--- src/hdl/standby_macros.svh ---
// Sync depth and boot address macros for the standby reconfiguration controller.
`ifndef STANDBY_MACROS_SVH
`define STANDBY_MACROS_SVH

// Flip-flops in each button synchronizer chain.
`define STANDBY_SYNC_STAGES 2

// Multiboot address word for the rescue bitstream.
// Selected when the rescue button is held while idle.
`define STANDBY_RESCUE_ADDR 16'h0005

// Multiboot address word for the regular bitstream.
`define STANDBY_REGULAR_ADDR 16'h0037

`endif
--- src/hdl/standby_pkg.sv ---
// Port-word union, type-1 header struct, opcode enum and sequencer state enum.
package standby_pkg;

	// Opcode field of a type-1 packet header.
	typedef enum logic [1:0] {
		NOP   = 2'd0,
		READ  = 2'd1,
		WRITE = 2'd2
	} icap_op_e;

	// Type-1 packet header, MSB first as it goes to the port.
	typedef struct packed {
		logic [2:0] pkt_type;   // 3'b001 for type 1.
		icap_op_e   opcode;
		logic [5:0] reg_addr;   // Configuration register.
		logic [4:0] word_cnt;   // Data words that follow.
	} type1_hdr_s;

	// A port word is either a packet header or plain data.
	typedef union packed {
		logic [15:0] raw;
		type1_hdr_s  hdr;
	} icap_word_u;

	// One state per emitted word, plus idle and done.
	typedef enum logic [3:0] {
		IDLE      = 4'd0,
		DUMMY     = 4'd1,
		SYNC1     = 4'd2,
		SYNC2     = 4'd3,
		GEN1_HDR  = 4'd4,
		GEN1_DATA = 4'd5,
		GEN2_HDR  = 4'd6,
		GEN2_DATA = 4'd7,
		CMD_HDR   = 4'd8,
		IPROG     = 4'd9,
		NOP_WORD  = 4'd10,
		DONE      = 4'd11
	} seq_state_e;

endpackage

--- src/hdl/standby_top.sv ---
// Top level joining the button synchronizers, the IPROG sequencer and the port register.
module standby_top (
	input  logic        clk,
	input  logic        rst_n,
	input  logic        btn_start,
	input  logic        btn_rescue,
	output logic [15:0] icap_data,
	output logic        icap_ce_n,
	output logic        icap_write_n,
	output logic        seq_done
);

	logic start_sync;
	logic rescue_sync;
	standby_pkg::icap_word_u seq_word;
	logic seq_word_valid;

	// Buttons arrive straight from the board.
	button_sync sync_start (
		.clk      (clk),
		.rst_n    (rst_n),
		.async_in (btn_start),
		.sync_out (start_sync)
	);

	button_sync sync_rescue (
		.clk      (clk),
		.rst_n    (rst_n),
		.async_in (btn_rescue),
		.sync_out (rescue_sync)
	);

	iprog_sequencer seq0 (
		.clk        (clk),
		.rst_n      (rst_n),
		.start      (start_sync),
		.rescue_req (rescue_sync),
		.word       (seq_word),
		.word_valid (seq_word_valid),
		.seq_done   (seq_done)
	);

	// One word per cycle, no back-pressure.
	icap_port port0 (
		.clk          (clk),
		.rst_n        (rst_n),
		.word         (seq_word),
		.word_valid   (seq_word_valid),
		.icap_data    (icap_data),
		.icap_ce_n    (icap_ce_n),
		.icap_write_n (icap_write_n)
	);

endmodule

--- src/hdl/icap_port.sv ---
// Port output register with per-byte bit reversal and active-low enable and write strobes.
module icap_port (
	input  logic                    clk,
	input  logic                    rst_n,
	input  standby_pkg::icap_word_u word,
	input  logic                    word_valid,
	output logic [15:0]             icap_data,
	output logic                    icap_ce_n,
	output logic                    icap_write_n
);

	logic [15:0] swapped;

	// The port takes each byte with its bits mirrored, byte order unchanged.
	always_comb begin
		for (int i = 0; i < 8; i++) begin
			swapped[i] = word.raw[7-i];
			swapped[8+i] = word.raw[15-i];
		end
	end

	always_ff @(posedge clk or negedge rst_n) begin
		if (!rst_n) begin
			icap_data <= 16'h0000;
			icap_ce_n <= 1'b1;      // Port deselected.
			icap_write_n <= 1'b1;
		end else begin
			icap_data <= swapped;
			icap_ce_n <= ~word_valid;
			icap_write_n <= ~word_valid;   // Write only, never read back.
		end
	end

endmodule

--- src/hdl/iprog_sequencer.sv ---
// FSM issuing the IPROG reconfiguration word sequence with rescue or regular boot address.
`include "standby_macros.svh"

module iprog_sequencer (
	input  logic                    clk,
	input  logic                    rst_n,
	input  logic                    start,
	input  logic                    rescue_req,
	output standby_pkg::icap_word_u word,
	output logic                    word_valid,
	output logic                    seq_done
);

	// Packet and register codes of the configuration port.
	localparam logic [2:0] PKT_TYPE1 = 3'b001;
	localparam logic [5:0] REG_CMD = 6'h05;
	localparam logic [5:0] REG_GENERAL1 = 6'h13;
	localparam logic [5:0] REG_GENERAL2 = 6'h14;
	localparam logic [15:0] CMD_IPROG = 16'h000E;

	standby_pkg::seq_state_e state;
	standby_pkg::seq_state_e next_state;
	logic rescue;

	// Builds a type-1 header word from its fields.
	function automatic standby_pkg::icap_word_u type1_hdr(
		input standby_pkg::icap_op_e op,
		input logic [5:0]            addr,
		input logic [4:0]            cnt
	);
		standby_pkg::icap_word_u w;
		w.hdr.pkt_type = PKT_TYPE1;
		w.hdr.opcode = op;
		w.hdr.reg_addr = addr;
		w.hdr.word_cnt = cnt;
		return w;
	endfunction

	always_ff @(posedge clk or negedge rst_n) begin
		if (!rst_n) begin
			state <= standby_pkg::IDLE;
			rescue <= 1'b0;
		end else begin
			state <= next_state;
			// Boot choice is frozen once the sequence leaves idle.
			if (state == standby_pkg::IDLE) begin
				rescue <= rescue_req;
			end
		end
	end

	// Straight chain of states, each emitting one word.
	always_comb begin
		next_state = state;
		unique case (state)
			standby_pkg::IDLE: begin
				if (start) begin
					next_state = standby_pkg::DUMMY;
				end
			end
			standby_pkg::DUMMY:     next_state = standby_pkg::SYNC1;
			standby_pkg::SYNC1:     next_state = standby_pkg::SYNC2;
			standby_pkg::SYNC2:     next_state = standby_pkg::GEN1_HDR;
			standby_pkg::GEN1_HDR:  next_state = standby_pkg::GEN1_DATA;
			standby_pkg::GEN1_DATA: next_state = standby_pkg::GEN2_HDR;
			standby_pkg::GEN2_HDR:  next_state = standby_pkg::GEN2_DATA;
			standby_pkg::GEN2_DATA: next_state = standby_pkg::CMD_HDR;
			standby_pkg::CMD_HDR:   next_state = standby_pkg::IPROG;
			standby_pkg::IPROG:     next_state = standby_pkg::NOP_WORD;
			standby_pkg::NOP_WORD:  next_state = standby_pkg::DONE;
			standby_pkg::DONE:      next_state = standby_pkg::DONE;   // Only reset re-arms.
			default:                next_state = standby_pkg::IDLE;
		endcase
	end

	// Word for the current state.
	always_comb begin
		word.raw = 16'h0000;
		word_valid = 1'b1;
		unique case (state)
			standby_pkg::DUMMY: begin
				word.raw = 16'hFFFF;
			end
			standby_pkg::SYNC1: begin
				word.raw = 16'hAA99;   // Sync word, high half.
			end
			standby_pkg::SYNC2: begin
				word.raw = 16'h5566;   // Sync word, low half.
			end
			standby_pkg::GEN1_HDR: begin
				word = type1_hdr(standby_pkg::WRITE, REG_GENERAL1, 5'd1);
			end
			standby_pkg::GEN1_DATA: begin
				word.raw = 16'h0000;   // Low address bits.
			end
			standby_pkg::GEN2_HDR: begin
				word = type1_hdr(standby_pkg::WRITE, REG_GENERAL2, 5'd1);
			end
			standby_pkg::GEN2_DATA: begin
				word.raw = rescue ? `STANDBY_RESCUE_ADDR : `STANDBY_REGULAR_ADDR;
			end
			standby_pkg::CMD_HDR: begin
				word = type1_hdr(standby_pkg::WRITE, REG_CMD, 5'd1);
			end
			standby_pkg::IPROG: begin
				word.raw = CMD_IPROG;
			end
			standby_pkg::NOP_WORD: begin
				word = type1_hdr(standby_pkg::NOP, 6'h00, 5'd0);
			end
			default: begin
				word_valid = 1'b0;   // Idle and done emit nothing.
			end
		endcase
	end

	assign seq_done = (state == standby_pkg::DONE);

endmodule

--- src/hdl/button_sync.sv ---
// Multi-stage synchronizer bringing one asynchronous button into the clock domain.
`include "standby_macros.svh"

module button_sync (
	input  logic clk,
	input  logic rst_n,
	input  logic async_in,
	output logic sync_out
);

	localparam int STAGES = `STANDBY_SYNC_STAGES;

	logic [STAGES-1:0] chain;

	// First stage may go metastable, the rest give it time to settle.
	always_ff @(posedge clk or negedge rst_n) begin
		if (!rst_n) begin
			chain <= '0;
		end else begin
			chain <= {chain[STAGES-2:0], async_in};
		end
	end

	assign sync_out = chain[STAGES-1];   // Oldest sample.

endmodule

--- config.mk ---
export PLATFORM = sky130hd
export DESIGN_NAME = standby_top
export DESIGN_NICKNAME = d
export VERILOG_FILES = /design/src/hdl/standby_pkg.sv /design/src/hdl/standby_top.sv /design/src/hdl/icap_port.sv /design/src/hdl/iprog_sequencer.sv /design/src/hdl/button_sync.sv
export VERILOG_INCLUDE_DIRS = /design/src /design/src/hdl
export SDC_FILE = /design/constraint.sdc
export NUM_CORES = 1
export LEC_CHECK = 0
export BUFFER_PORTS_ARGS = -buffer_cell sky130_fd_sc_hd__buf_2
export CAP_MARGIN = 20
export CORE_ASPECT_RATIO = 1.4
export CORE_MARGIN = 2
export CORE_UTILIZATION = 56
export CTS_CLUSTER_DIAMETER = 120
export DETAILED_ROUTE_END_ITERATION = 8
export GPL_ROUTABILITY_DRIVEN = 1
export PLACE_DENSITY_LB_ADDON = 0.15
export SLEW_MARGIN = 20
export SYNTH_ARGS = -nofsm -noshare
export SYNTH_HDL_FRONTEND = slang
export SYNTH_HIERARCHICAL = 1
export SYNTH_SLANG_ARGS = --single-unit
--- constraint.sdc ---
create_clock -name clk -period 2.6 [get_ports clk]
set_clock_uncertainty 0.15 [all_clocks]
set_input_delay 0.26 -clock clk [delete_from_list [all_inputs] [get_ports clk]]
set_output_delay 0.26 -clock clk [all_outputs]
set_load 0.01 [all_outputs]
==> impl_summary.txt <==
----------------------------------------------------
[Finish]
  Nets ... 109
  Share of layout cells above drive strength 1 ... 0.3365
  Layout Utilization ... 0.6800
  Most common cell after layout, fill and taps aside ... sky130_fd_sc_hd__dfrtp_1
  Highest-count cells in the layout ignoring fill and taps ... sky130_fd_sc_hd__dfrtp_1 (25), sky130_fd_sc_hd__buf_2 (22), sky130_fd_sc_hd__a21oi_1 (5)
  Layout overhead on the synthesized area ... 12.57%
  Number of antenna repair diodes ... 0

[Global routing]
  Pin count of the biggest net entering global routing ... 27
  Antenna violations before repair ... 0
  Vias in the first global route ... between 600 and 700
  Total GRT Usage ... 0.1940
  Residual overflow from global routing ... 0
  Global-route wire length before repair ... 2994 um

[Floorplan]
  Total die area ... between 0.002 and 0.0025 mm2
  Row cnt ... 18
  Chip Height ... around 56 um
  Initial Util ... 0.6041
  Top-level I/O count ... 23
  CORE AREA ... about 0.0018 mm2
  Die Wd ... roughly 41 um

[Min path]
  Path type of the worst min-delay path ... flip-flop to flip-flop

[Critical path]
  Critical path peak fanout ... 19
  Data arrival time of the critical path ... about 1600 ps
  Crit end category ... primary output
  Worst path required time ... between 2000 and 2500 ps
  Setup CP Type ... flip-flop to primary output
  Startpoint type of the worst setup path ... flip-flop

[Clocking]
  Deepest clock path buffer count ... 2
  Postcts setup bufs ... 0
  TritonCTS clock tree ... built
  Count of clock tree sinks ... 26
  Clock tree root buffer cell ... sky130_fd_sc_hd__clkbuf_4
  Clock transition at the registers of the reported paths ... roughly 140 ps
  Maximum level of the CTS H-tree ... 1
  Clock latency at the later pin of the worst-skew pair ... 320 ps
  CTS Buf Count ... 3

[Timing]
  Hold Vio Cnt, Final ... 0
  Max Fclk ... ~500 MHz
  Total count of max-transition violations in the final report ... 0
  Setup-violating endpoint count in the final report ... 0
  Tcrit/Tclk final ... 0.7638
  RSZ-0062 raised after global routing ... no
  Min Tclk post-route ... just under 2000 ps
  Final-layout setup total negative slack ... 0 ps
  Slew of the pin with the lowest slew margin ... 572.8 ps
  Worst relative slew slack ... 0.6181

[Synth]
  Biggest area contributors in the synthesized netlist ... sky130_fd_sc_hd__dfrtp_1 (58%), sky130_fd_sc_hd__buf_2 (2.8%), sky130_fd_sc_hd__buf_4 (2.8%)
  Synth warn ... 6
  Post-synthesis cell count ... 87
  Total of flip-flops plus latches after synthesis ... 26
  Leading area contributor after synthesis ... sky130_fd_sc_hd__dfrtp_1
  Area share of the leading cell type in the synthesized netlist ... 0.5821
  Number of distinct standard cells referenced by the synthesized netlist ... 35
  Area of the mapped netlist ... approximately 0.0011 mm2
  Proportion of synthesized chip area in sequential cells ... 0.6065
  Syn nets ... 91
  Average cell area after synthesis ... 12.35 um2

[Run]
  Max-cap violations ... 0

[Drt]
  Average wire per cell in the routed design ... roughly 14 um
  Number of DRC markers after the initial detailed-route iteration ... 7
  Routed wire length ... approximately 1700 um
  Post-route DRC ... 0
  Vias per cell ... about 5.5
  Via count ... about 680
  Detailed Routing Iterations Pass 1 ... 4
  Number of nets with antenna violations after detailed routing ... 0

[Power and ir drop]
  Worst IR Drop VDD ... about 0.00069 V
  Power density relative to cell area ... between 1000 and 1500 mW/mm2
  Static leakage ... about 0.60 nW
  Total power after layout ... ~1.6 mW

[Outcome]
  Result of the run ... complete, no violations

[Placement]
  # port buffers ... 22
  Placed wire-length estimate ... ~1100 um
  Global placement routability congestion ... around 0.67

----------------------------------------------------
==> report_power, final <==
part	internal (mW)	total [mW]	switching (mW)
combinational	0.315	0.604	0.290
clock	0.156	0.273	0.117
sequential	0.575	0.759	0.183
==> area by class of cell <==
class	count	area, um2
clock buffers	3	22.52
multi-input cells	45	325.3
clock inverters	1	30.03
inverters	4	15.01
flip-flops and latches	26	651.9
well taps	20	25.02
repair buffers	25	140.1
fillers	147	569.3
==> repair_timing <==
action / 4_1_cts / 5_1_grt
hold endpoints to repair: 27 / 0
setup endpoints to repair: 0 / 0
hold buffers: 3 / 0
gates resized for setup: 0 / 0
==> final timing paths <==
kind | startpoint | slack (ps) | end | cells past startpoint
setup / recovery | seq0/state[1]$_DFFE_PN0P_ | 610 | seq_done | 3
hold / removal | sync_rescue/chain[0]$_DFF_PN0_ | 220 | sync_rescue/chain[1]$_DFF_PN0_ | 0
hold reg to reg | sync_rescue/chain[0]$_DFF_PN0_ | 220 | sync_rescue/chain[1]$_DFF_PN0_ | 0
min in group asynchronous | rst_n | 300 | port0/icap_data[9]$_DFF_PN0_ | 2
setup reg to reg | seq0/state[3]$_DFFE_PN0P_ | 990 | seq0/state[0]$_DFFE_PN0P_ | 2
max in group asynchronous | rst_n | 1630 | seq0/state[3]$_DFFE_PN0P_ | 2
==> cell usage after synthesis (all sizes together) <==
master   count
o21ai        3
nand3b       1
o211ai       1
dfrtp       25
or3b         3
a22oi        1
inv          4
a21bo        2
o2111ai      1
buf         12
nand4        1
nor4         1
nand2        2
nor2         2
or4          1
nor3         1
and3         1
dfstp        1
or2          2
nand2b       4
or4bb        1
o32ai        1
a21o         2
a21oi        5
nor2b        1
nand3        2
xnor2        2
or4b         3
mux2         1
==> per-layer routing <==
layer,share of wire,vias to the layer above,GRT usage,routed length (um)
li1,-,330,-,-
met4,0.011,0,0.1143,19
met1,0.40,329,0.2412,678
met2,0.55,18,0.3013,935
met3,0.044,2,0.02400,75
met5,0,-,0,0
==> flip-flops by register name (all words and copies together) (netlist names) <==
signal / flops
port0/icap_data: 16
seq0/state: 4
sync_rescue/chain: 2
sync_start/chain: 2
port0/icap_write_n: 1
seq0/rescue: 1
==> critical path, stage by stage (launching register included) <==
cell	delay, ps
sky130_fd_sc_hd__dfrtp_1	730
sky130_fd_sc_hd__inv_1	160
sky130_fd_sc_hd__nor3_1	210
sky130_fd_sc_hd__buf_2	150
==> metrics by stage <==
step	instance area, um2	std cells	worst slack (ps)	hold WS (ps)
floorplan	1075	87	1145	-185.6
global placement	1127	117	1051	121.3
detailed placement	1127	117	984.7	126.1
CTS	1210	124	597.6	223.9
global route	1210	124	426.8	238.3
finish	1210	124	614.2	222.1
==> kinds of logic (layout without fill, tap and decap cells) <==
| logic type | Yosys count | in the layout | synth area share |
|---|---|---|---|
| muxes | 1 | 1 | 0.01048 |
| and+or+nand+nor | 26 | 26 | 0.1758 |
| AOI/OAI and AO/OA | 16 | 16 | 0.1001 |
| buffers and inverters | 16 | 33 | 0.09080 |
| xor gates and xnor gates | 2 | 2 | 0.01630 |
| DFF | 26 | 26 | 0.6065 |
Power figures use the tool's default switching activity.
